[config.mk]
export PLATFORM = sky130hd
export DESIGN_NAME = fetchDecode
export DESIGN_NICKNAME = d
export VERILOG_FILES = /design/src/hdl/cpuPkg.sv /design/src/hdl/fetchDecode.sv
export SDC_FILE = /design/constraint.sdc
export NUM_CORES = 1
export LEC_CHECK = 0
export ABC_AREA = 1
export BUFFER_PORTS_ARGS = -buffer_cell sky130_fd_sc_hd__buf_2
export CAP_MARGIN = 20
export CORE_AREA = 2 2 95 97
export CTS_CLUSTER_SIZE = 40
export DETAILED_ROUTE_END_ITERATION = 12
export DIE_AREA = 0 0 97 99
export PLACE_DENSITY_LB_ADDON = 0.2
export SLEW_MARGIN = 20
export SYNTH_ARGS = -nofsm -noshare
export SYNTH_HDL_FRONTEND = slang
export SYNTH_SLANG_ARGS = --single-unit
[constraint.sdc]
create_clock -name clk -period 1.4 [get_ports clk]
set_input_delay 0.14 -clock clk [delete_from_list [all_inputs] [get_ports clk]]
set_output_delay 0.14 -clock clk [all_outputs]
set_load 0.02 [all_outputs]
[src/hdl/cpuPkg.sv]
/*
 * Shared core definitions: data and register widths,
 * opcode and function encodings, instruction layout,
 * APB request and response, pipeline stage payloads
 */
package cpuPkg;

	localparam int DBITS = 32;
	localparam int REG_BITS = 4;

	// Control register byte address, bit 0 is run
	localparam logic [11:0] CTRL_ADDR = 12'h100;

	typedef enum logic [3:0] {
		OP_NOP = 4'd0,
		OP_ALUR = 4'd1,
		OP_SW = 4'd5,
		OP_ALUI = 4'd8,
		OP_LW = 4'd9
	} opcodeT;

	typedef enum logic [3:0] {
		FN_ADD = 4'd0,
		FN_SUB = 4'd1,
		FN_AND = 4'd4,
		FN_OR = 4'd5,
		FN_XOR = 4'd6,
		FN_EQ = 4'd8,
		FN_LT = 4'd9
	} funcT;

	// Low 4 bits of imm double as rs2 for register ALU ops
	typedef struct packed {
		opcodeT op;
		funcT func;
		logic [REG_BITS-1:0] rd;
		logic [REG_BITS-1:0] rs1;
		logic [15:0] imm;
	} instT;

	typedef struct packed {
		logic psel;
		logic penable;
		logic pwrite;
		logic [11:0] paddr;
		logic [DBITS-1:0] pwdata;
	} apbReqT;

	typedef struct packed {
		logic [DBITS-1:0] prdata;
		logic pready;
		logic pslverr;
	} apbRspT;

	typedef struct packed {
		logic valid;
		opcodeT op;
		funcT func;
		logic [REG_BITS-1:0] rd;
		logic [REG_BITS-1:0] rs1;
		logic [REG_BITS-1:0] rs2;
		logic [DBITS-1:0] regData1;
		logic [DBITS-1:0] regData2;
		logic [DBITS-1:0] imm;
	} decExT;

	typedef struct packed {
		logic valid;
		opcodeT op;
		logic [REG_BITS-1:0] rd;
		logic [DBITS-1:0] aluResult;
		logic [DBITS-1:0] storeData;
	} exMeT;

	typedef struct packed {
		logic valid;
		logic [REG_BITS-1:0] rd;
		logic [DBITS-1:0] data;
	} wbT;

endpackage

[src/hdl/fetchDecode.sv]
/*
 * Program counter, fetch register, instruction decode,
 * immediate sign extension and the decode stage register
 */
`timescale 1ns/100ps

module fetchDecode import cpuPkg::*; #(
	parameter int IMEM_WORDS = 64
) (
	input logic clk,
	input logic rstN,
	input logic run,
	input instT fetchWord,
	output logic [$clog2(IMEM_WORDS)-1:0] fetchAddr,
	output logic [REG_BITS-1:0] rdIdx1,
	output logic [REG_BITS-1:0] rdIdx2,
	input logic [DBITS-1:0] rdData1,
	input logic [DBITS-1:0] rdData2,
	output decExT decEx
);

	localparam int IAW = $clog2(IMEM_WORDS);

	logic [IAW-1:0] pc;
	instT fetchReg;
	logic fetchValid;
	logic decodeValid;
	logic [DBITS-1:0] immExt;

	assign fetchAddr = pc;

	// PC holds while stopped, wraps at end of memory
	always_ff @(posedge clk) begin
		if (!rstN) begin
			pc <= '0;
		end else if (run) begin
			pc <= (pc == IAW'(IMEM_WORDS - 1)) ? '0 : pc + 1'b1;
		end
	end

	always_ff @(posedge clk) begin
		fetchReg <= fetchWord;
		fetchValid <= run;
		if (!rstN) begin
			fetchValid <= 1'b0;
		end
	end

	// Stores read the data register through port 2
	assign rdIdx1 = fetchReg.rs1;
	assign rdIdx2 = (fetchReg.op == OP_SW) ? fetchReg.rd : fetchReg.imm[REG_BITS-1:0];
	assign immExt = {{(DBITS-16){fetchReg.imm[15]}}, fetchReg.imm};

	// Unknown opcodes fall through as bubbles
	always_comb begin
		case (fetchReg.op)
			OP_ALUR, OP_ALUI, OP_LW, OP_SW: decodeValid = fetchValid;
			default: decodeValid = 1'b0;
		endcase
	end

	always_ff @(posedge clk) begin
		decEx.valid <= decodeValid;
		decEx.op <= fetchReg.op;
		decEx.func <= fetchReg.func;
		decEx.rd <= fetchReg.rd;
		decEx.rs1 <= rdIdx1;
		decEx.rs2 <= rdIdx2;
		decEx.regData1 <= rdData1;
		decEx.regData2 <= rdData2;
		decEx.imm <= immExt;
		if (!rstN) begin
			decEx.valid <= 1'b0;
		end
	end

endmodule

==> implementation parameters <==
Parameter                              Value

Logic synthesis
  Share of synthesized area occupied by flip-flops and latches ... 0.859
  Synthesized netlist net count ... 316
  Mean post-synth cell area ... 15.1 um2
  Number of warnings printed during yosys synthesis ... 0
  Mapped cell area ... 0.00326 mm2
  Mapped Cells ... 216
  Yosys reg bits ... 140
  Post-synthesis cell type count ... 21

Pwr
  Worst IR Drop VDD ... 1.06 mV
  P_int ... 0.00705 W
  Share of total power in combinational logic ... 0.099
  Switching Power ... 0.00230 W
  Power Density ... 1570 mW/mm2
  Switching share of total power ... 0.246
  Reported leakage power ... 2.94 nW
  Fraction of power consumed by sequential logic ... 0.459
  Part of the power in the clock network ... 0.442

Timing
  Min setup slack post-route ... -160 ps
  Final Slew Violations ... 0
  Final worst-path cycle share ... 1.11
  Upper clock frequency limit ... 641 MHz
  RSZ-0062 raised after global routing ... yes
  Worst clock skew ... 9.14 ps
  Worst hold slack ... 265 ps
  Slew at the pin closest to its max-slew limit ... 274 ps
  Normalized max-slew margin ... 0.817
  Final setup violation count ... 4
  Time the worst path needs with I/O delays and setup ... 1560 ps
  Final number of hold-violating endpoints ... 0
  Total Neg Setup Slack ... -606 ps

Floorplan
  Effective utilization at floorplan ... 0.382
  Area of the core ... 0.00855 mm2
  Horizontal extent of the die ... 97 um
  Number of ports placed on the die boundary ... 230
  Area of the die ... 0.00960 mm2
  Cell row count ... 34
  Height of the die ... 99 um

GRT
  Maximum number of pins on one net before global-route repair ... 18
  GRT Util Overall ... 0.192
  Overflow after GRT ... 0
  First-pass GRT wire length ... 13.9 mm
  Number of antenna violations at the first check in global routing ... 0
  Number of global-route vias before repair ... 2,860

Critical path
  Critical path start-end classification ... flop to primary output
  Startpoint type of the worst setup path ... flop
  Data required, critical path ... 1260 ps
  Max stage delay cell, worst path ... dfxtp_2
  Type of destination of the critical path ... primary output
  Worst-path maximum fanout ... 8
  Family with the most delay on the worst path ... flip-flops
  Total buffers and inverters traversed by the critical path ... 2
  Cell chain of the critical path ... inv_2, nand4_4, o21ai_2, buf_6
  CP max stage delay ... 320 ps
  Data arrival, critical path ... 1420 ps

Route
  Total iterations of the first detailed-routing run ... 4
  Antenna viol nets, final ... 0
  Total length of routed met2 wires ... 4.93 mm
  Wire length on met1 ... 3.19 mm
  Wire length per cell after detailed routing ... 13.9 um
  Drt initial violations ... 43
  DRT Wirelength ... 9.23 mm
  Total met3 wirelength after detailed routing ... 890 um
  Via density per instance ... 4.04
  Post-route DRC ... 0
  Number of vias in the routed layout ... 2,677
  Uppermost layer routed ... met4

Final layout
  Area growth from synthesis to layout ... 82.7%
  Count of non-filler cells in the finished layout ... 663
  Post-route cell area ... 0.00596 mm2
  Post-layout net count ... 642
  Layout cell share with drive strength beyond 1 ... 0.514
  ANT cells ... 0

Clock network
  Clock-pin transition on the worst setup and hold timing paths ... 60 ps
  TritonCTS clock tree ... built
  Library cell used as clock root buffer ... clkbuf_8
  CTS HTree Levels ... 4
  Number of buffers created by CTS ... 17
  Count of clock tree sinks ... 140
  Bufs on Longest Clock Path ... 2
  Clock network latency to the later pin of the worst-skew pair ... 500 ps

Place
  Final HPWL DP ... 5.47 mm
  Placement Setup Slack ... 235 ps
  Placed cell areas ... 0.00438 mm2
  Number of cells in the design after placement ... 532
  # port buffers ... 229
  Routability congestion estimate from global placement ... 0.707

Worst hold path
  Kind of path behind the tightest hold check ... primary input to flop

Outcome
  Violations in the final reports ... setup timing
  Status ... finished, violations left

Job
  Number of max-cap violations ... 0
-- worst reg2reg max path, stage by stage, from the launching register on --
cell and delay (ps):
dfxtp_1 430, ha_1 220, nand3_2 90, nand2_2 100, nand2_1 60, o21ai_1 80
inv_1 50
-- per-layer routing --
metal  GRT usage  up-vias
li1            -     1302
met1       0.175     1213
met2       0.353      142
met3      0.0879       20
met4       0.103        0
met5           0        -
-- cell type report --
| class | instances | area [um2] |
|---|---|---|
| sequential | 140 | 2810 |
| fill | 614 | 2590 |
| timing repair buffer | 328 | 2150 |
| clock buffer | 18 | 418 |
| multi-input combinational | 42 | 268 |
| clock inverter | 14 | 136 |
| tap | 108 | 135 |
| inverter | 13 | 48.8 |
-- through the flow --
step                      utilization  total power, W
final                           0.697         0.00935
after CTS                       0.697         0.00941
after detailed placement        0.513         0.00506
after global placement          0.513         0.00505
after global routing            0.697         0.00972
after floorplan                     -         0.00475
-- final timing paths --
path,start,to,slack [ps],depth (start not counted)
worst max register to register,fetchAddr[0]$_SDFFE_PN0P_,fetchAddr[4]$_SDFFE_PN0P_,270,6
worst max-delay path,fetchReg[29]$_DFF_P_,rdIdx2[0],-160,4
worst min-delay path,fetchWord[7],fetchReg[7]$_DFF_P_,260,2
worst min register to register,fetchReg[7]$_DFF_P_,decEx[7]$_DFF_P_,320,0
-- power by group through the flow --
stage               Combinational (W)  Clock (W)  Sequential [W]
CTS                          0.000918    0.00421         0.00428
global placement             0.000684          0         0.00436
detailed placement           0.000688          0         0.00437
global route                 0.000988    0.00442         0.00431
finish                       0.000927    0.00413         0.00429
floorplan                    0.000160          0         0.00459
-- cells in the mapped netlist, drive strengths merged --
library cell / n / area (um2)
o21ai: 7 / 35.0
nor2: 6 / 37.5
dfxtp: 140 / 2800
buf: 21 / 161
xnor2: 1 / 8.76
or2: 1 / 6.26
a21oi: 4 / 23.8
ha: 1 / 12.5
inv: 13 / 48.8
nand4: 1 / 21.3
nand3: 3 / 20.0
nand2: 18 / 85.1
-- layout by cell type (no fill, tap or decap), types with 2 or more instances in the layout --
master	count
a21oi_1	3
buf_2	225
buf_4	4
clkbuf_16	16
clkinvlp_4	5
dfxtp_1	136
dfxtp_2	4
dlygate4sd3_1	98
inv_1	10
inv_2	3
inv_6	5
nand2_1	12
nand2_2	5
nand3_1	2
nor2_1	2
nor2_2	3
o21ai_1	2
o21ai_2	4
-- state kept, by name, summed over array words and instances (netlist names) --
name and cells:
fetchAddr 6, rdIdx1 4, fetchReg 28, fetchValid 1
decEx 101
-- cells by family after synthesis --
family          synth area share
fa+ha+maj                0.00383
compound gates            0.0180
buf+inv                   0.0644
simple gates              0.0521
xor+xnor                 0.00268
flops                      0.859
-- repair_timing --
| action | 4_1_cts | 5_1_grt |
|---|---|---|
| pin swaps | 2 | 0 |
| resized for setup | 19 | 1 |
| endpoints found under the setup margin | 21 | 4 |
| endpoints found under the hold margin | 100 | 0 |
| hold buffers | 98 | 0 |
| buffers inserted | 1 | 0 |
Power figures use the tool's default switching activity.
