==> config.mk <==
export PLATFORM = sky130hd
export DESIGN_NAME = executeStage
export DESIGN_NICKNAME = d
export VERILOG_FILES = /design/src/hdl/cpuPkg.sv /design/src/hdl/executeStage.sv
export SDC_FILE = /design/constraint.sdc
export NUM_CORES = 1
export LEC_CHECK = 0
export BUFFER_PORTS_ARGS = -buffer_cell sky130_fd_sc_hd__buf_2
export CORE_MARGIN = 3
export CORE_UTILIZATION = 54
export CTS_CLUSTER_DIAMETER = 80
export DETAILED_ROUTE_END_ITERATION = 8
export GPL_TIMING_DRIVEN = 0
export HOLD_SLACK_MARGIN = 0.1
export PLACE_DENSITY = 0.83
export SLEW_MARGIN = 20
export SYNTH_ARGS = -nofsm -noshare
export SYNTH_HDL_FRONTEND = slang
export SYNTH_SLANG_ARGS = --single-unit
==> constraint.sdc <==
create_clock -name clk -period 5.4 [get_ports clk]
set_input_delay 0 -clock clk [delete_from_list [all_inputs] [get_ports clk]]
set_output_delay 0 -clock clk [all_outputs]
set_load 0.01 [all_outputs]
==> src/hdl/cpuPkg.sv <==
/*
 * Shared core definitions: data and register widths,
 * opcode and function encodings, instruction layout,
 * APB request and response, pipeline stage payloads
 */
package cpuPkg;

	localparam int DBITS = 32;
	localparam int REG_BITS = 4;

	// Control register byte address, bit 0 is run
	localparam logic [11:0] CTRL_ADDR = 12'h100;

	typedef enum logic [3:0] {
		OP_NOP = 4'd0,
		OP_ALUR = 4'd1,
		OP_SW = 4'd5,
		OP_ALUI = 4'd8,
		OP_LW = 4'd9
	} opcodeT;

	typedef enum logic [3:0] {
		FN_ADD = 4'd0,
		FN_SUB = 4'd1,
		FN_AND = 4'd4,
		FN_OR = 4'd5,
		FN_XOR = 4'd6,
		FN_EQ = 4'd8,
		FN_LT = 4'd9
	} funcT;

	// Low 4 bits of imm double as rs2 for register ALU ops
	typedef struct packed {
		opcodeT op;
		funcT func;
		logic [REG_BITS-1:0] rd;
		logic [REG_BITS-1:0] rs1;
		logic [15:0] imm;
	} instT;

	typedef struct packed {
		logic psel;
		logic penable;
		logic pwrite;
		logic [11:0] paddr;
		logic [DBITS-1:0] pwdata;
	} apbReqT;

	typedef struct packed {
		logic [DBITS-1:0] prdata;
		logic pready;
		logic pslverr;
	} apbRspT;

	typedef struct packed {
		logic valid;
		opcodeT op;
		funcT func;
		logic [REG_BITS-1:0] rd;
		logic [REG_BITS-1:0] rs1;
		logic [REG_BITS-1:0] rs2;
		logic [DBITS-1:0] regData1;
		logic [DBITS-1:0] regData2;
		logic [DBITS-1:0] imm;
	} decExT;

	typedef struct packed {
		logic valid;
		opcodeT op;
		logic [REG_BITS-1:0] rd;
		logic [DBITS-1:0] aluResult;
		logic [DBITS-1:0] storeData;
	} exMeT;

	typedef struct packed {
		logic valid;
		logic [REG_BITS-1:0] rd;
		logic [DBITS-1:0] data;
	} wbT;

endpackage

==> src/hdl/executeStage.sv <==
/*
 * Execute stage: operand forwarding, ALU with compare
 * flags, and the execute stage register
 */
`timescale 1ns/100ps

module executeStage import cpuPkg::*; (
	input logic clk,
	input logic rstN,
	input decExT decEx,
	input wbT memResult,
	input wbT wb,
	output exMeT exMe
);

	logic [DBITS-1:0] opA;
	logic [DBITS-1:0] fwdB;
	logic [DBITS-1:0] aluB;
	logic [DBITS-1:0] aluResult;

	// Youngest producer wins: memory stage, then write-back, then regfile
	function automatic logic [DBITS-1:0] fwdSelect(
		input logic [REG_BITS-1:0] idx,
		input logic [DBITS-1:0] regData,
		input wbT memRes,
		input wbT wbRes
	);
		if (memRes.valid && memRes.rd == idx) begin
			return memRes.data;
		end
		if (wbRes.valid && wbRes.rd == idx) begin
			return wbRes.data;
		end
		return regData;
	endfunction

	assign opA = fwdSelect(decEx.rs1, decEx.regData1, memResult, wb);
	assign fwdB = fwdSelect(decEx.rs2, decEx.regData2, memResult, wb);
	assign aluB = (decEx.op == OP_ALUR) ? fwdB : decEx.imm;

	always_comb begin
		if (decEx.op == OP_LW || decEx.op == OP_SW) begin
			// Address generation
			aluResult = opA + aluB;
		end else begin
			case (decEx.func)
				FN_ADD: aluResult = opA + aluB;
				FN_SUB: aluResult = opA - aluB;
				FN_AND: aluResult = opA & aluB;
				FN_OR: aluResult = opA | aluB;
				FN_XOR: aluResult = opA ^ aluB;
				FN_EQ: aluResult = {{(DBITS-1){1'b0}}, opA == aluB};
				FN_LT: aluResult = {{(DBITS-1){1'b0}}, $signed(opA) < $signed(aluB)};
				default: aluResult = '0;
			endcase
		end
	end

	always_ff @(posedge clk) begin
		exMe.valid <= decEx.valid;
		exMe.op <= decEx.op;
		exMe.rd <= decEx.rd;
		exMe.aluResult <= aluResult;
		// Store data also needs the forwarded value
		exMe.storeData <= fwdB;
		if (!rstN) begin
			exMe.valid <= 1'b0;
		end
	end

endmodule

==> results_tabular.tex <==
\begin{tabular}{lr}
\hline
Metric & Value \\
\hline
\multicolumn{2}{l}{\textbf{Outcome}} \\
Outcome & complete, no violations \\
\multicolumn{2}{l}{\textbf{Placed design}} \\
Cell area after placement & 10300 sq um \\
Detailed placement HPWL & $\sim$25000 microns \\
Number of buffer cells added on primary ports & around 270 \\
Final GP Congestion & about 1 \\
\multicolumn{2}{l}{\textbf{Hold path}} \\
Min-Delay Path Class & input port to flop \\
Cell depth of the worst hold path & 3 \\
\multicolumn{2}{l}{\textbf{Die}} \\
I/O pin count & $\sim$270 \\
Die outline width & 132 microns \\
Floorplan die height & between 100 and 150 microns \\
Full die area & about 18000 sq um \\
Core Box Area & 15400 sq um \\
Effective utilization at floorplan & 56.0\% \\
Core Rows & 45 \\
\multicolumn{2}{l}{\textbf{Pwr}} \\
Reported leakage power & 0.00520 uW \\
Combinational cell fraction of total power & roughly 47\% \\
Power share of the sequential group & 24.9\% \\
Worst ir drop on vdd & 0.000164 V \\
Total chip power & around 2500 uW \\
Switching Fraction & between 30\% and 40\% \\
Switching pwr & roughly 1000 uW \\
Ratio of total power to cell area & between 200 and 250 nW/um\^{}2 \\
Cell Int Power & between 1000 and 1500 uW \\
Proportion of power drawn by the clock network & 28.4\% \\
\multicolumn{2}{l}{\textbf{Finish}} \\
Ratio of cells with drive above 1 in the final layout & between 20\% and 30\% \\
Largest registers & exMe (73) \\
Final net count & between 1.5k and 2k \\
Area growth from synthesis to layout & 31.2\% \\
Register ranked first by flip-flop count & exMe \\
Fill cell total of the finished layout & approximately 1.3k \\
Design Area, Final & around 11000 sq um \\
Max FFs per register & between 70 and 80 \\
\multicolumn{2}{l}{\textbf{Logic synthesis}} \\
Most repeated cell in the gate-level netlist after synthesis & nand2\_1 \\
Average cell area after synthesis & approximately 7.6 sq um \\
Async set-or-reset flop fraction in the synthesized netlist & 0\% \\
Synthesized-area fraction occupied by adder cells & 16.8\% \\
Number of flops mapped to enable cells by yosys & 0 \\
Total of warnings raised by yosys & 0 \\
Syn\_nets & approximately 1.5k \\
Number of storage elements in the synthesis netlist & 73 \\
Netlist cell types & 76 \\
Post-synthesis xor/xnor area fraction & 4.57\% \\
Mapped Area & roughly 8600 sq um \\
Compound-gate portion of the synthesized area & 26.5\% \\
Cell count after synthesis & 1143 \\
Top post-synthesis cells by area & dfxtp\_1, ha\_1, mux2i\_1 \\
Dominant combinational cell family by area after synthesis & compound AO/OA/AOI/OAI gates \\
Synthesized-area fraction occupied by and/or/nand/nor cells & roughly 16\% \\
Share of Yosys cell area claimed by the top area cell type & approximately 17\% \\
Part of the Yosys area used for sequential elements & between 15 and 20\% \\
Dominant register cell in the synthesized netlist & dfxtp\_1 \\
Most numerous cell types in the synthesized netlist & nand2\_1, ha\_1, inv\_1, a21oi\_1, o21ai\_0 \\
Post-synth top area cell & dfxtp\_1 \\
Fraction of synthesized area in multiplexers & between 10\% and 20\% \\
\multicolumn{2}{l}{\textbf{Clock network}} \\
Clk root buf & clkbuf\_16 \\
Buffers from clock root to sink, at most & 2 \\
Count of H-tree levels built during CTS & 3 \\
Clock buffers created by TritonCTS & 9 \\
Clock Sink Count & 73 \\
Buffers inserted by post-CTS timing repair & 0 \\
Clock-pin slew reported for the worst setup and hold paths after clock tree synthesis & 60 ps \\
Clock tree from TritonCTS & built \\
\multicolumn{2}{l}{\textbf{STA}} \\
Final min period & around 5400 ps \\
Setup violators final & 0 \\
Period utilization & approximately 99\% \\
Fin. max-slew vios & 0 \\
Highest clock rate & between 0.15 and 0.2 GHz \\
Hold violation count in the final report & 0 \\
Worst relative slew slack & approximately a fifth \\
Setup repair after global routing missed its margin & no \\
Slew at the pin with the worst max-slew slack & 1180 ps \\
\multicolumn{2}{l}{\textbf{Route}} \\
Routed WL & around 34000 microns \\
Number of antenna-violating nets in the routed design & 0 \\
Drt drc & 0 \\
Post-DR vias/cell & a little under 6 \\
Iteration count of the initial detailed-routing pass & 8 \\
Total number of vias & 10.2k \\
Post-DR wirelength/cell & around 20 microns \\
DRT iter0 DRCs & about 1.2k \\
\multicolumn{2}{l}{\textbf{Setup path}} \\
Category of the worst setup path capture point & flop \\
Data arrival at the endpoint of the critical path & between 5000 and 6000 ps \\
Max FO, Critical Path & 10 \\
Crit path launch type & input port \\
Worst setup path start & decEx[113] \\
Critical-path top delay cell & nor4b\_2 \\
Kind of critical path & input port to flop \\
Capture point of the critical path & exMe[62]\$\_DFF\_P\_ \\
CP peak stage delay & 700 ps \\
Endpoint required time on the critical path & around 5600 ps \\
Cells along the critical path & dlygate4sd3\_1 -> buf\_2 -> nor4b\_2 -> clkbuf\_1 -> mux2\_2 -> ha\_1 -> buf\_2 -> o211ai\_1 -> a21oi\_1 -> a211oi\_2 -> o21ai\_2 -> a21oi\_1 -> nor3b\_1 -> o41ai\_2 -> mux2i\_1 -> or4\_1 \\
\multicolumn{2}{l}{\textbf{Global routing}} \\
Tot GR Track Use & between 30 and 40\% \\
Pin count of the biggest net entering global routing & 13 \\
Total overflow reported by the global router & 0 \\
Initial antenna violation count & 3 \\
Vias in the first global route & 10.1k \\
Global-route wire length before repair & roughly 54000 microns \\
\multicolumn{2}{l}{\textbf{Run}} \\
Max-capacitance violation count & 0 \\
\hline
\end{tabular}
[placed cells by master, fill, tap and decap left out, drive strengths merged, types with 31 or more instances in the layout]
cell and instances:
buf 291, nand2 123, o21ai 114, ha 113, inv 96, a21oi 77, nor2 73, dfxtp 73
dlygate4sd3 73, mux2i 68, clkbuf 52, mux2 31, o22ai 31
[metal layers]
layer | part of all wire [%] | up-vias | track usage [%]
li1 | - | 4751 | -
met1 | 40 | 4717 | 47.9
met2 | 47 | 608 | 63.5
met3 | 9.1 | 99 | 6.27
met4 | 3.9 | 2 | 17.2
met5 | 0.046 | - | 0
[per-stage QoR]
| stage | util [%] | setup WS, ps | instances | TNS, ps | hold slack (ps) |
|---|---|---|---|---|---|
| after global routing | 73.4 | 5.08 | 1712 | 0 | 136 |
| after CTS | 73.4 | 235 | 1710 | 0 | 111 |
| after floorplan | - | 1330 | 1143 | 0 | 27.7 |
| after detailed placement | 66.5 | 69.6 | 1621 | 0 | 105 |
| final | 73.4 | 46.5 | 1713 | 0 | 120 |
| after global placement | 66.3 | -468 | 1619 | -2260 | 103 |
[what timing repair did]
| action | CTS | global route |
|---|---|---|
| hold buffers | 73 | 0 |
| hold endpoints to repair | 41 | 0 |
| endpoints found under the setup margin | 0 | 2 |
| resized for setup | 0 | 2 |
[final cells by class]
cell class | instances | area (sq um) | share of cell area, %
clock inverter | 5 | 77.6 | 0.685
antenna | 3 | 7.51 | 0.0663
timing repair buffer | 340 | 2070 | 18.3
buffer | 65 | 285 | 2.52
sequential | 73 | 1460 | 12.9
inverter | 98 | 368 | 3.25
tap | 211 | 264 | 2.33
multi-input combinational | 907 | 6540 | 57.7
clock buffer | 11 | 253 | 2.23
[worst min-delay path by stage]
stage                                  end       start  slack, ps
after detailed placement  exMe[64]$_DFF_P_  decEx[104]        100
final                     exMe[30]$_DFF_P_   decEx[62]        120
after CTS                 exMe[30]$_DFF_P_   decEx[62]        110
after global routing      exMe[32]$_DFF_P_  decEx[110]        140
after floorplan           exMe[64]$_DFF_P_  decEx[104]         30
after global placement    exMe[67]$_DFF_P_  decEx[107]        100
[power groups by stage]
stage / logic, uW / registers [uW] / clock network (uW)
floorplan: 676 / 656 / 0
finish: 1150 / 613 / 701
CTS: 1110 / 612 / 686
global placement: 1040 / 621 / 0
global route: 1250 / 618 / 713
detailed placement: 1050 / 623 / 0
[kinds of logic (layout without fill, tap and decap cells)]
group / Yosys count / after routing
buf+inv: 163 / 519
mux: 99 / 99
simple gates: 297 / 297
flops: 73 / 73
compound gates: 351 / 351
other cells: 0 / 3
fa+ha+maj: 115 / 115
xor+xnor: 45 / 45
[critical path, delay by kind of cell]
kind / cells / cell delay (ps)
buffers and inverters: 4 / 1550
muxes: 2 / 570
AOI/OAI and AO/OA: 6 / 1390
and+or+nand+nor: 3 / 1720
adders and majority gates: 1 / 300
No activity file was read; power rests on OpenSTA's default activity.
